--- src/source/conv_pkg.sv ---
package conv_pkg;

    // --------------------------------------------------
    // Image geometry and fixed point
    // --------------------------------------------------
    localparam int IMG_BITS  = 6;
    localparam int IMG_SIZE  = 64;
    localparam int POOL_BITS = 5;
    localparam int ADDR_W    = 12;
    localparam int DATA_W    = 20;
    localparam int FRAC_W    = 16;
    localparam int ACC_W     = 40;
    localparam int TAPS      = 9;

    // Weights in row-major order, top-left first
    localparam logic signed [DATA_W-1:0] KERNEL [TAPS] = '{
        20'h0A89E, 20'h092D5, 20'h06D43,
        20'h01004, 20'hF8F71, 20'hF6E54,
        20'hFA6D7, 20'hFC834, 20'hFAC19
    };
    localparam logic signed [DATA_W-1:0] BIAS = 20'h01310;

    // Memory select codes on csel
    localparam logic [2:0] SEL_NONE   = 3'b000;
    localparam logic [2:0] SEL_LAYER0 = 3'b001;
    localparam logic [2:0] SEL_LAYER1 = 3'b011;

    // Testbench stimulus and run limits
    localparam logic [31:0] LFSR_SEED       = 32'h20bb_61ad;
    localparam int          NUM_ROWS        = 4;
    localparam int          TIMEOUT_PER_ROW = 50000;

    // --------------------------------------------------
    // Structs
    // --------------------------------------------------
    // Bit pattern doubles as the memory address
    typedef struct packed {
        logic [IMG_BITS-1:0] y;
        logic [IMG_BITS-1:0] x;
    } pix_t;

    typedef struct packed {
        logic       valid;
        logic       pad;
        logic [3:0] idx;
        logic       last;
        pix_t       pix;
    } tap_t;

    typedef struct packed {
        logic              valid;
        logic [ADDR_W-1:0] addr;
        logic [DATA_W-1:0] data;
    } mem_wr_t;

    typedef struct packed {
        logic              valid;
        logic [ADDR_W-1:0] addr;
    } mem_rd_t;

endpackage

--- src/source/conv_ctrl.sv ---
module conv_ctrl import conv_pkg::*; (
    input  logic              clk,
    input  logic              reset,
    input  logic              ready_i,
    output logic              busy_o,
    output logic              conv_start_o,
    output logic              pool_start_o,
    input  mem_wr_t           conv_wr_i,
    input  mem_wr_t           pool_wr_i,
    input  mem_rd_t           pool_rd_i,
    output logic              cwr_o,
    output logic [ADDR_W-1:0] caddr_wr_o,
    output logic [DATA_W-1:0] cdata_wr_o,
    output logic              crd_o,
    output logic [ADDR_W-1:0] caddr_rd_o,
    output logic [2:0]        csel_o
);

    typedef enum logic [1:0] {
        ST_IDLE,
        ST_CONV,
        ST_POOL
    } state_t;

    state_t state_q;
    logic   start;
    logic   conv_done;
    logic   pool_done;

    // Pass ends are taken from the registered write port
    assign start     = (state_q == ST_IDLE) && ready_i;
    assign conv_done = (state_q == ST_CONV) && cwr_o && (caddr_wr_o == {ADDR_W{1'b1}});
    assign pool_done = (state_q == ST_POOL) && cwr_o
                       && (caddr_wr_o == ADDR_W'((1 << (2 * POOL_BITS)) - 1));

    // --------------------------------------------------
    // Pass sequencing
    // --------------------------------------------------
    always_ff @(posedge clk or posedge reset) begin
        if (reset) begin
            state_q      <= ST_IDLE;
            busy_o       <= 1'b0;
            conv_start_o <= 1'b0;
            pool_start_o <= 1'b0;
        end else begin
            conv_start_o <= start;
            pool_start_o <= conv_done;
            case (state_q)
                ST_IDLE: begin
                    if (start) begin
                        state_q <= ST_CONV;
                        busy_o  <= 1'b1;
                    end
                end
                ST_CONV: begin
                    if (conv_done) begin
                        state_q <= ST_POOL;
                    end
                end
                default: begin
                    if (pool_done) begin
                        state_q <= ST_IDLE;
                        busy_o  <= 1'b0;
                    end
                end
            endcase
        end
    end

    // --------------------------------------------------
    // Memory side ports
    // --------------------------------------------------
    always_ff @(posedge clk or posedge reset) begin
        if (reset) begin
            cwr_o  <= 1'b0;
            crd_o  <= 1'b0;
            csel_o <= SEL_NONE;
        end else begin
            case (state_q)
                ST_CONV: begin
                    cwr_o  <= conv_wr_i.valid;
                    crd_o  <= 1'b0;
                    csel_o <= SEL_LAYER0;
                end
                ST_POOL: begin
                    cwr_o  <= pool_wr_i.valid;
                    crd_o  <= pool_rd_i.valid;
                    csel_o <= pool_wr_i.valid ? SEL_LAYER1 : SEL_LAYER0;
                end
                default: begin
                    cwr_o  <= 1'b0;
                    crd_o  <= 1'b0;
                    csel_o <= SEL_NONE;
                end
            endcase
        end
    end

    always_ff @(posedge clk) begin
        if (state_q == ST_POOL) begin
            caddr_wr_o <= pool_wr_i.addr;
            cdata_wr_o <= pool_wr_i.data;
        end else begin
            caddr_wr_o <= conv_wr_i.addr;
            cdata_wr_o <= conv_wr_i.data;
        end
        caddr_rd_o <= pool_rd_i.addr;
    end

    // Pool reads and writes must interleave, never collide
    assert property (@(posedge clk) disable iff (reset) !(cwr_o && crd_o));
    assert property (@(posedge clk) disable iff (reset) (csel_o == SEL_LAYER1) |-> cwr_o);

endmodule

--- src/source/conv_top.sv ---
module conv_top import conv_pkg::*; (
    input  logic              clk,
    input  logic              reset,
    input  logic              ready_i,
    output logic              busy_o,
    output logic [ADDR_W-1:0] iaddr_o,
    input  logic [DATA_W-1:0] idata_i,
    output logic              cwr_o,
    output logic [ADDR_W-1:0] caddr_wr_o,
    output logic [DATA_W-1:0] cdata_wr_o,
    output logic              crd_o,
    output logic [ADDR_W-1:0] caddr_rd_o,
    input  logic [DATA_W-1:0] cdata_rd_i,
    output logic [2:0]        csel_o
);

    logic    conv_start;
    logic    pool_start;
    tap_t    tap;
    mem_wr_t conv_wr;
    mem_wr_t pool_wr;
    mem_rd_t pool_rd;

    conv_ctrl u_ctrl (
        .clk          (clk),
        .reset        (reset),
        .ready_i      (ready_i),
        .busy_o       (busy_o),
        .conv_start_o (conv_start),
        .pool_start_o (pool_start),
        .conv_wr_i    (conv_wr),
        .pool_wr_i    (pool_wr),
        .pool_rd_i    (pool_rd),
        .cwr_o        (cwr_o),
        .caddr_wr_o   (caddr_wr_o),
        .cdata_wr_o   (cdata_wr_o),
        .crd_o        (crd_o),
        .caddr_rd_o   (caddr_rd_o),
        .csel_o       (csel_o)
    );

    // Convolution pass
    window_addr_gen u_addr (
        .clk          (clk),
        .reset        (reset),
        .conv_start_i (conv_start),
        .iaddr_o      (iaddr_o),
        .tap_o        (tap)
    );

    mac_unit u_mac (
        .clk     (clk),
        .reset   (reset),
        .tap_i   (tap),
        .idata_i (idata_i),
        .wr_o    (conv_wr)
    );

    // Pooling pass
    pool_max u_pool (
        .clk          (clk),
        .reset        (reset),
        .pool_start_i (pool_start),
        .cdata_rd_i   (cdata_rd_i),
        .rd_o         (pool_rd),
        .wr_o         (pool_wr)
    );

endmodule

--- src/source/mac_unit.sv ---
module mac_unit import conv_pkg::*; (
    input  logic              clk,
    input  logic              reset,
    input  tap_t              tap_i,
    input  logic [DATA_W-1:0] idata_i,
    output mem_wr_t           wr_o
);

    logic signed [DATA_W-1:0] weight;
    logic signed [DATA_W-1:0] pixel;
    logic signed [ACC_W-1:0]  prod_d;
    logic signed [ACC_W-1:0]  prod_q;
    logic signed [ACC_W-1:0]  bias_acc;
    logic signed [ACC_W-1:0]  acc_q;
    logic                     s1_valid_q;
    logic                     s1_first_q;
    logic                     s1_last_q;
    pix_t                     s1_pix_q;
    logic                     acc_last_q;
    pix_t                     acc_pix_q;
    logic [DATA_W-1:0]        result;
    logic                     wr_valid_q;
    logic [ADDR_W-1:0]        wr_addr_q;
    logic [DATA_W-1:0]        wr_data_q;

    assign bias_acc = {{(ACC_W - DATA_W - FRAC_W){BIAS[DATA_W-1]}}, BIAS, {FRAC_W{1'b0}}};

    // --------------------------------------------------
    // Stage 1 multiply
    // --------------------------------------------------
    always_comb begin
        weight = (tap_i.idx < 4'(TAPS)) ? KERNEL[tap_i.idx] : '0;
        // Zero padding outside the image
        pixel  = tap_i.pad ? '0 : signed'(idata_i);
        prod_d = pixel * weight;
    end

    always_ff @(posedge clk or posedge reset) begin
        if (reset) begin
            s1_valid_q <= 1'b0;
            s1_first_q <= 1'b0;
            s1_last_q  <= 1'b0;
            acc_last_q <= 1'b0;
            wr_valid_q <= 1'b0;
        end else begin
            s1_valid_q <= tap_i.valid;
            s1_first_q <= (tap_i.idx == 4'd0);
            s1_last_q  <= tap_i.valid && tap_i.last;
            acc_last_q <= s1_valid_q && s1_last_q;
            wr_valid_q <= acc_last_q;
        end
    end

    // --------------------------------------------------
    // Stage 2 accumulate and result
    // --------------------------------------------------
    always_ff @(posedge clk) begin
        prod_q   <= prod_d;
        s1_pix_q <= tap_i.pix;
        if (s1_valid_q) begin
            acc_q     <= s1_first_q ? bias_acc + prod_q : acc_q + prod_q;
            acc_pix_q <= s1_pix_q;
        end
        wr_addr_q <= acc_pix_q;
        wr_data_q <= result;
    end

    // ReLU, then round at fraction bit 15
    always_comb begin
        if (acc_q[ACC_W-1]) begin
            result = '0;
        end else begin
            result = acc_q[FRAC_W+DATA_W-1:FRAC_W] + {{(DATA_W - 1){1'b0}}, acc_q[FRAC_W-1]};
        end
    end

    assign wr_o = '{valid: wr_valid_q, addr: wr_addr_q, data: wr_data_q};

    // Write leaves three cycles after the last tap came in
    assert property (@(posedge clk) disable iff (reset)
        wr_o.valid |-> $past(tap_i.valid && tap_i.last, 3));

endmodule

--- src/source/pool_max.sv ---
module pool_max import conv_pkg::*; (
    input  logic              clk,
    input  logic              reset,
    input  logic              pool_start_i,
    input  logic [DATA_W-1:0] cdata_rd_i,
    output mem_rd_t           rd_o,
    output mem_wr_t           wr_o
);

    logic                 active_q;
    logic [2:0]           phase_q;
    logic [POOL_BITS-1:0] by_q;
    logic [POOL_BITS-1:0] bx_q;
    logic [DATA_W-1:0]    max_q;
    logic                 blk_done;
    logic                 last_blk;
    pix_t                 rd_pix;

    // Phases 0-3 read, 1-4 compare, 5 writes
    assign blk_done = (phase_q == 3'd5);
    assign last_blk = &{by_q, bx_q};

    always_ff @(posedge clk or posedge reset) begin
        if (reset) begin
            active_q <= 1'b0;
            phase_q  <= '0;
            by_q     <= '0;
            bx_q     <= '0;
        end else if (pool_start_i) begin
            active_q <= 1'b1;
            phase_q  <= '0;
            by_q     <= '0;
            bx_q     <= '0;
        end else if (active_q) begin
            if (blk_done) begin
                phase_q      <= '0;
                {by_q, bx_q} <= {by_q, bx_q} + 1'b1;
                if (last_blk) begin
                    active_q <= 1'b0;
                end
            end else begin
                phase_q <= phase_q + 3'd1;
            end
        end
    end

    // Read data lags its request by one cycle
    always_ff @(posedge clk) begin
        if (phase_q == 3'd1) begin
            max_q <= cdata_rd_i;
        end else if (phase_q >= 3'd2 && phase_q <= 3'd4
                     && $signed(cdata_rd_i) > $signed(max_q)) begin
            max_q <= cdata_rd_i;
        end
    end

    // Order (2y,2x) (2y+1,2x) (2y,2x+1) (2y+1,2x+1)
    assign rd_pix = '{y: {by_q, phase_q[0]}, x: {bx_q, phase_q[1]}};

    assign rd_o = '{valid: active_q && (phase_q < 3'd4), addr: rd_pix};
    assign wr_o = '{valid: active_q && blk_done,
                    addr: {{(ADDR_W - 2 * POOL_BITS){1'b0}}, by_q, bx_q},
                    data: max_q};

endmodule

--- src/source/window_addr_gen.sv ---
module window_addr_gen import conv_pkg::*; (
    input  logic              clk,
    input  logic              reset,
    input  logic              conv_start_i,
    output logic [ADDR_W-1:0] iaddr_o,
    output tap_t              tap_o
);

    logic              active_q;
    pix_t              pix_q;
    logic [3:0]        tap_q;
    logic [1:0]        row;
    logic [1:0]        col;
    logic [IMG_BITS:0] ny;
    logic [IMG_BITS:0] nx;
    logic              last_tap;
    logic              last_pix;

    assign last_tap = (tap_q == 4'(TAPS - 1));
    assign last_pix = (pix_q.y == IMG_BITS'(IMG_SIZE - 1))
                      && (pix_q.x == IMG_BITS'(IMG_SIZE - 1));

    // --------------------------------------------------
    // Pixel and tap counters
    // --------------------------------------------------
    always_ff @(posedge clk or posedge reset) begin
        if (reset) begin
            active_q <= 1'b0;
            pix_q    <= '0;
            tap_q    <= '0;
        end else if (conv_start_i) begin
            active_q <= 1'b1;
            pix_q    <= '0;
            tap_q    <= '0;
        end else if (active_q) begin
            if (last_tap) begin
                tap_q <= '0;
                // Raster order, wraps back to 0 after the last pixel
                pix_q <= pix_q + 1'b1;
                if (last_pix) begin
                    active_q <= 1'b0;
                end
            end else begin
                tap_q <= tap_q + 4'd1;
            end
        end
    end

    // --------------------------------------------------
    // Neighbour coordinates
    // --------------------------------------------------
    // Row and column of the tap inside the 3x3 window
    always_comb begin
        if (tap_q < 4'd3) begin
            row = 2'd0;
        end else if (tap_q < 4'd6) begin
            row = 2'd1;
        end else begin
            row = 2'd2;
        end
        col = 2'(tap_q - 4'd3 * {2'b00, row});
    end

    // Extra top bit catches both -1 and IMG_SIZE
    always_comb begin
        ny = {1'b0, pix_q.y} + {{(IMG_BITS - 1){1'b0}}, row} - 1'b1;
        nx = {1'b0, pix_q.x} + {{(IMG_BITS - 1){1'b0}}, col} - 1'b1;
    end

    assign iaddr_o = {ny[IMG_BITS-1:0], nx[IMG_BITS-1:0]};

    always_comb begin
        tap_o.valid = active_q;
        tap_o.pad   = ny[IMG_BITS] | nx[IMG_BITS];
        tap_o.idx   = tap_q;
        tap_o.last  = last_tap;
        tap_o.pix   = pix_q;
    end

    // Centre tap is the output pixel itself
    assert property (@(posedge clk) disable iff (reset)
        (tap_o.valid && tap_o.idx == 4'd4) |-> !tap_o.pad);

endmodule

--- config.mk ---
export PLATFORM = sky130hd
export DESIGN_NAME = conv_top
export DESIGN_NICKNAME = d
export VERILOG_FILES = /design/src/source/conv_pkg.sv /design/src/source/conv_ctrl.sv /design/src/source/conv_top.sv /design/src/source/mac_unit.sv /design/src/source/pool_max.sv /design/src/source/window_addr_gen.sv
export SDC_FILE = /design/constraint.sdc
export NUM_CORES = 2
export LEC_CHECK = 0
export ABC_CLOCK_PERIOD_IN_PS = 22900
export BUFFER_PORTS_ARGS = -buffer_cell sky130_fd_sc_hd__buf_4
export CAP_MARGIN = 0
export CORE_ASPECT_RATIO = 0.6
export CORE_MARGIN = 2
export CORE_UTILIZATION = 65
export CTS_BUF_LIST = sky130_fd_sc_hd__clkbuf_4 sky130_fd_sc_hd__clkbuf_8
export DETAILED_ROUTE_END_ITERATION = 8
export GPL_TIMING_DRIVEN = 0
export PLACE_DENSITY = 0.83
export SLEW_MARGIN = 5
export SYNTH_ARGS = -nofsm -noshare
export SYNTH_HDL_FRONTEND = slang
export SYNTH_SLANG_ARGS = --single-unit
--- constraint.sdc ---
create_clock -name clk -period 22.9 [get_ports clk]
set_input_delay 4.58 -clock clk [delete_from_list [all_inputs] [get_ports clk]]
set_output_delay 4.58 -clock clk [all_outputs]
set_load 0.02 [all_outputs]
* Word level (Yosys, flattened, before mapping) *
Memory sizes are Yosys's and may differ from the RTL's.
Index checks and enable logic that the tools add are counted.

cells by class
  bitwise gates (word level) = 3
  reductions and logical operators = 26
  equality and inequality tests = 11
  multiplexer cells = 45
  $mul = 2
  add/sub/neg operators = 12
  order comparisons = 8

operators by type and width
  kind                                               number
  2-to-1 mux 20 bit                                  7
  adder 30 x 40 -> 40 bit (first input constant)     1
  adder 40 bit                                       1
  multiplier 20 x 20 -> 40 bit                       1
  2-to-1 mux 40 bit                                  1
  2-to-1 mux 12 bit                                  3
  2-to-1 mux 5 bit                                   6
  adder 20 x 1 -> 20 bit                             1
  greater-than comparator 20 bit                     1
  adder 6 x 2 -> 7 bit                               2
  subtractor 7 x 1 -> 7 bit (second input constant)  2
  adder 12 x 1 -> 12 bit (second input constant)     1
  == test 12 x 10 -> 1 bit (second input constant)   1
  == test 12 bit (second input constant)             1
  == test 6 bit (second input constant)              2
  logical AND 1 bit                                  12
  2-to-1 mux 2 bit                                   6
  2-to-1 mux 4 bit                                   3
  nonzero test 2 bit                                 6
  2-to-1 mux 1 bit                                   11
  adder 10 x 1 -> 10 bit (second input constant)     1
  2-to-1 mux 10 bit                                  1
  AND reduction 10 bit                               1
  2-to-1 mux 3 bit                                   3
  28 further kinds                                   32

word-level totals
  memories = 1
  logic and storage cells = 141
  output and inout bits = 62
  register bits = 246
  bits of input ports = 43
  bits in read-only memories = 320

memories
  memory           depth  bits a word  read ports  clocked after memory_dff  wr ports  RTL line        text
  (no name shown)  16     20           1           0                         0         mac_unit.sv:32  weight = (tap_i.idx < 4'(TAPS)) ? KERNEL[tap_i.idx] : '0;

* Depth between registers and ports, before layout *
  depth after elaboration = 10
  gate-level depth with buffers = 45

* Modules after synthesis *
Synthesis repeated with hierarchy kept, for this count alone.

second synthesis, totals
  cell total of the unflattened synthesis = 2855
  area, all modules = 26927.1 um^2

by module, submodules not included
  module           area each (um^2)  instances  cells each  sequential area each (um^2)
  mac_unit         21709.6           1          2383        3368.2
  pool_max         1933.1            1          177         950.9
  conv_ctrl        1724.2            1          118         1106.1
  window_addr_gen  1560.2            1          177         425.4

* Worst setup path before layout *
OpenSTA, ideal clock, no wires.

  kind = input to register
  start point = input port idata_i[5]
  end point = register u_mac.prod_q[38]
  path buffers = 1
  required time = 22769 ps
  cell stages on the path = 24
  arrival time = 10785 ps
  setup time = 131 ps
  setup slack = 11984 ps
  path through = clkbuf_1 inv_1 nor3_1 nand2_1 fa_1 inv_1 fa_1 fa_1 fa_1 fa_1 fa_1 inv_1 fa_1 inv_1 ha_1 a21o_1 a21o_1 a21oi_1 o21ai_0 a31oi_1 a21oi_1 a2111oi_0 o31ai_1 xor2_1

on the way
  word-level cells in the longest chain between the ends = 2

ends and longest elaborated chain
  what                          RTL line        text
  start: declaration            conv_top.sv:7   input logic [DATA_W-1:0] idata_i,
  2-to-1 mux 20 bit             mac_unit.sv:34  pixel = tap_i.pad ? '0 : signed'(idata_i);
  multiplier 20 x 20 -> 40 bit  mac_unit.sv:35  prod_d = pixel * weight;
  named net u_mac.prod_d[38]    mac_unit.sv:11  logic signed [ACC_W-1:0] prod_d;
  end signal: assignment        mac_unit.sv:58  prod_q <= prod_d;
  end: declaration              mac_unit.sv:12  logic signed [ACC_W-1:0] prod_q;

The timed path passes the listed nets, and every way through them passes these cells.
A chain may end at the register's enable or synchronous reset.

* Final worst setup path *
  start point = register u_addr.tap_q[3]
  end point = register u_mac.prod_q[38]

on the way
  word-level cells in the longest chain between the ends = 10
  elaborated cells on any way between the ends = 19

ends and longest elaborated chain
  what                            RTL line               text
  start: declaration              window_addr_gen.sv:11  logic [3:0] tap_q;
  start signal: assignment        window_addr_gen.sv:44  tap_q <= tap_q + 4'd1;
  < comparator 4 x 3 -> 1 bit     window_addr_gen.sv:56  end else if (tap_q < 4'd6) begin
  2-to-1 mux 2 bit                window_addr_gen.sv:56
  2-to-1 mux 2 bit                window_addr_gen.sv:54  if (tap_q < 4'd3) begin
  multiplier 1 x 2 -> 2 bit       window_addr_gen.sv:61  col = 2'(tap_q - 4'd3 * {2'b00, row});
  subtractor 2 bit                window_addr_gen.sv:61
  adder 6 x 2 -> 7 bit            window_addr_gen.sv:67  nx = {1'b0, pix_q.x} + {{(IMG_BITS - 1){1'b0}}, col} - 1'b1;
  subtractor 7 x 1 -> 7 bit       window_addr_gen.sv:67
  bitwise OR 1 bit                window_addr_gen.sv:74  tap_o.pad = ny[IMG_BITS] | nx[IMG_BITS];
  2-to-1 mux 20 bit               mac_unit.sv:34
  multiplier 20 x 20 -> 40 bit *  mac_unit.sv:35
  named net u_mac.prod_d[38]      mac_unit.sv:11

Mark *: on every way through the listed nets, which the timed path passes. The rest lies on a longest branch. The select of a mux whose other input is x is not followed.

==> key figures <==
Cells and area
  – Utilization after layout: between 70% and 80%
  – Ratio of cells with drive above 1 in the final layout: 8.61%
  – Number of antenna diodes: 0
  – Synthesis-to-layout area growth: 8.93%
  – Filler Cell Count: 2977
  – Most frequent cells in the layout: 536 x inv_1, 414 x fa_1, 289 x nor2_1, 264 x nand2_1, 203 x ha_1
  – Final nets: 3626
  – Commonest non-fill, non-tap cell in the layout: inv_1

Drt
  – Post-DR wirelength/cell: around 20 µm
  – DRT met1 WL: 30900 µm
  – WL met2: 30300 µm
  – Iteration-0 DRC Markers: 1838
  – Via density: approximately 5.9
  – Post-DRT Antenna Nets: 0
  – Via count: 20640
  – DR top layer: met4
  – Routed wire length: a little over 70000 µm
  – Detailed Routing Iterations Pass 1: 6
  – Post-route DRC violation count: 0
  – Routed wl met3: 9040 µm

Global route
  – Total track usage: between 30% and 40%
  – First-pass GRT wire length: around 110000 µm
  – Vias in the first global route: 21360
  – Final global-route overflow total: 0
  – Pin count of the biggest net entering global routing: 33
  – Initial antenna violation count: 1

Logic synthesis
  – Ys async rst share: between 10% and 20%
  – Avg Cell Area, Syn: 9.42 µm²
  – Net Count, Synth: 3482
  – Number of synthesized register bits: 245
  – Post-synthesis simple-gate area fraction: a little over an eighth
  – Combinational family with the most area after synthesis: adder cells
  – Post-Syn Area: 26600 µm²
  – Post-synth EDFFs: just over 70
  – Synth warnings: 0
  – Cell count after synthesis: 2822
  – Most common flop cell mapped by yosys: dfxtp_1
  – Compound-Gate Fraction of Synth Area: 8.37%
  – Sequential share of the synthesized area: roughly 22%
  – Cell variety after synth: 76
  – Post-synthesis mux area share: 1.82%
  – Synthesized-area fraction occupied by adder cells: 40.9%
  – Post-synthesis xor/xnor area fraction: 4.32%

STA
  – Hold Vio Cnt, Final: 0
  – Clock skew after layout: approximately 0.028 ns
  – Achievable Freq: 0.0767 GHz
  – Fin crit period: ~13 ns
  – Slew Limit Headroom: 8.47%
  – Final Setup Violations: 0
  – RSZ-0062 raised after global routing: false
  – Worst-Margin Slew: 1.36 ns
  – Worst hold slack: 0.344 ns
  – Final Max Slew Viols: 0
  – Tcrit/Tclk final: 56.9%
  – Final TNS setup: 0 ns

Setup path
  – Kind of critical path: reg2reg
  – Crit end category: flip-flop
  – Data required, critical path: between 20 and 25 ns
  – Flop2flop setup slack: 9.87 ns
  – Startpoint Class: flip-flop
  – CP arrival: 13.46 ns
  – Most frequent CP cell: fa_1
  – CP max FO: 10
  – Delay of the slowest cell on the worst path: 1.04 ns
  – Slowest CP cell: xnor2_1

Clock network
  – Post-CTS Setup Repair Bufs: 0
  – Clock transition at path regs: approximately 0.060 ns
  – # clock sinks: 245
  – Post-CTS Resized: 0
  – Clk buf depth: 3
  – Inserted Clock Buffers: 39
  – Htree depth: 2
  – Clock latency at the later pin of the worst-skew pair: 0.56 ns
  – CTS root buffer: clkbuf_8
  – TritonCTS clock tree: built
  – Hold-fix buffer count after cts: 0

Hold path
  – Hold Path Class: reg2reg

Floorplanning
  – Core ar.: 40400 µm²
  – Chip Height: 161 µm
  – Die area: 42600 µm²
  – # rows: 57
  – Chip Width: 265 µm
  – I/O pin count: 105
  – Starting density of the core: 65.8%

Placed design
  – PortBufs: 99
  – HPWL after DPL: 58500 µm
  – Placer congestion estimate: 1.03

Outcome
  – Outcome: completed

Job
  – Reported max-cap violation count: 0
## cells in the mapped netlist, types with 8 or more instances
library cell    n  share of area [%]
o31ai_1         8               0.23
nand2_1       264                3.7
or3_1          16               0.38
nor2_1        289                4.1
a211oi_1       10               0.28
mux2_2         35                1.5
dfrtp_1        45                4.2
dfxtp_1       128                9.6
xnor2_1        91                3.0
nor3b_1         9               0.25
nand3_1        44               0.83
o21a_1          8               0.23
buf_1           8               0.11
o21bai_1       15               0.42
clkbuf_1       74                1.0
a21o_1         44                1.2
or2_2          10               0.24
fa_1          414                 31
o21ai_0        78                1.5
edfxtp_1       72                8.1
nand4_1        25               0.59
nand2b_1       25               0.59
and3_1         26               0.61
ha_1          203                9.6
a21oi_1       112                2.1
and2_1         23               0.54
xor2_1         40                1.3
mux2i_1         9               0.34
nor2b_1        15               0.35
a31oi_1        11               0.26
a211o_1        10               0.33
nor3_1         22               0.41
buf_2          17               0.32
inv_1         537                7.6
## worst paths after layout
path	from	endpoint	cells past startpoint
max in group asynchronous	reset	u_mac.s1_valid_q	3
worst min register to register	u_mac.acc_pix_q[6]	u_mac.wr_addr_q[6]	0
worst max-delay path	u_addr.tap_q[3]	u_mac.prod_q[38]	43
worst max register to register	u_addr.tap_q[3]	u_mac.prod_q[38]	43
min in group asynchronous	reset	u_pool.phase_q[0]	2
worst min-delay path	u_mac.acc_pix_q[6]	u_mac.wr_addr_q[6]	0
## logic make-up after synthesis
logic type / count (synthesis)
AND/OR/NAND/NOR: 796
adder cells (fa/ha/maj): 621
XOR/XNOR: 131
multiplexers: 44
AO/OA/AOI/OAI: 346
other: 1
flip-flops: 245
buffers and inverters: 638
## metal layers
| metal | track usage, % | up-vias |
|---|---|---|
| met2 | 52.0 | 1170 |
| li1 | - | 9159 |
| met3 | 10.0 | 148 |
| met1 | 50.2 | 10163 |
| met4 | 8.37 | 0 |
| met5 | 0 | - |
## metrics by stage
stage / worst slack [ns] / area (µm²) / std cells
floorplan: 11.98 / 26600 / 2822
finish: 9.87 / 28900 / 3528
CTS: 10.40 / 28900 / 3528
global route: 9.48 / 28900 / 3528
global placement: 10.67 / 28000 / 3452
detailed placement: 10.41 / 28100 / 3456
## cell type report
class / count / area [µm²] / share of cell area (%)
Clock buffer: 62 / 759 / 2.62
Sequential cell: 245 / 5850 / 20.2
Clock inverter: 10 / 123 / 0.424
Buffer: 100 / 400 / 1.38
Tap cell: 531 / 664 / 2.30
Timing Repair Buffer: 103 / 817 / 2.82
Inverter: 538 / 2020 / 6.98
Multi-Input combinational cell: 1939 / 18300 / 63.3
## registers in the layout, summed over array words and instances, names as in the netlist, 2 cells and up
name	count
u_mac.acc_pix_q	12
u_mac.acc_q	40
u_ctrl.csel_o	2
u_pool.bx_q	5
u_ctrl.cdata_wr_o	20
u_mac.wr_data_q	20
u_pool.max_q	20
u_mac.wr_addr_q	12
u_mac.prod_q	40
u_ctrl.caddr_rd_o	12
u_addr.tap_q	4
u_ctrl.caddr_wr_o	12
u_ctrl.state_q	2
u_pool.phase_q	3
u_addr.tap_o	12
u_pool.by_q	5
u_mac.s1_pix_q	12
## critical path, delay by kind of cell, from the launching register on
family / cells / cell delay [ns]
compound gates: 12 / 2.61
xor+xnor: 3 / 1.40
fa+ha+maj: 11 / 4.55
buf+inv: 12 / 3.03
flops: 1 / 0.34
simple gates: 5 / 0.95
Power is left out: the tool's default activity adds up to more than one toggle a clock period on the data nets, which glitch-free logic cannot reach.
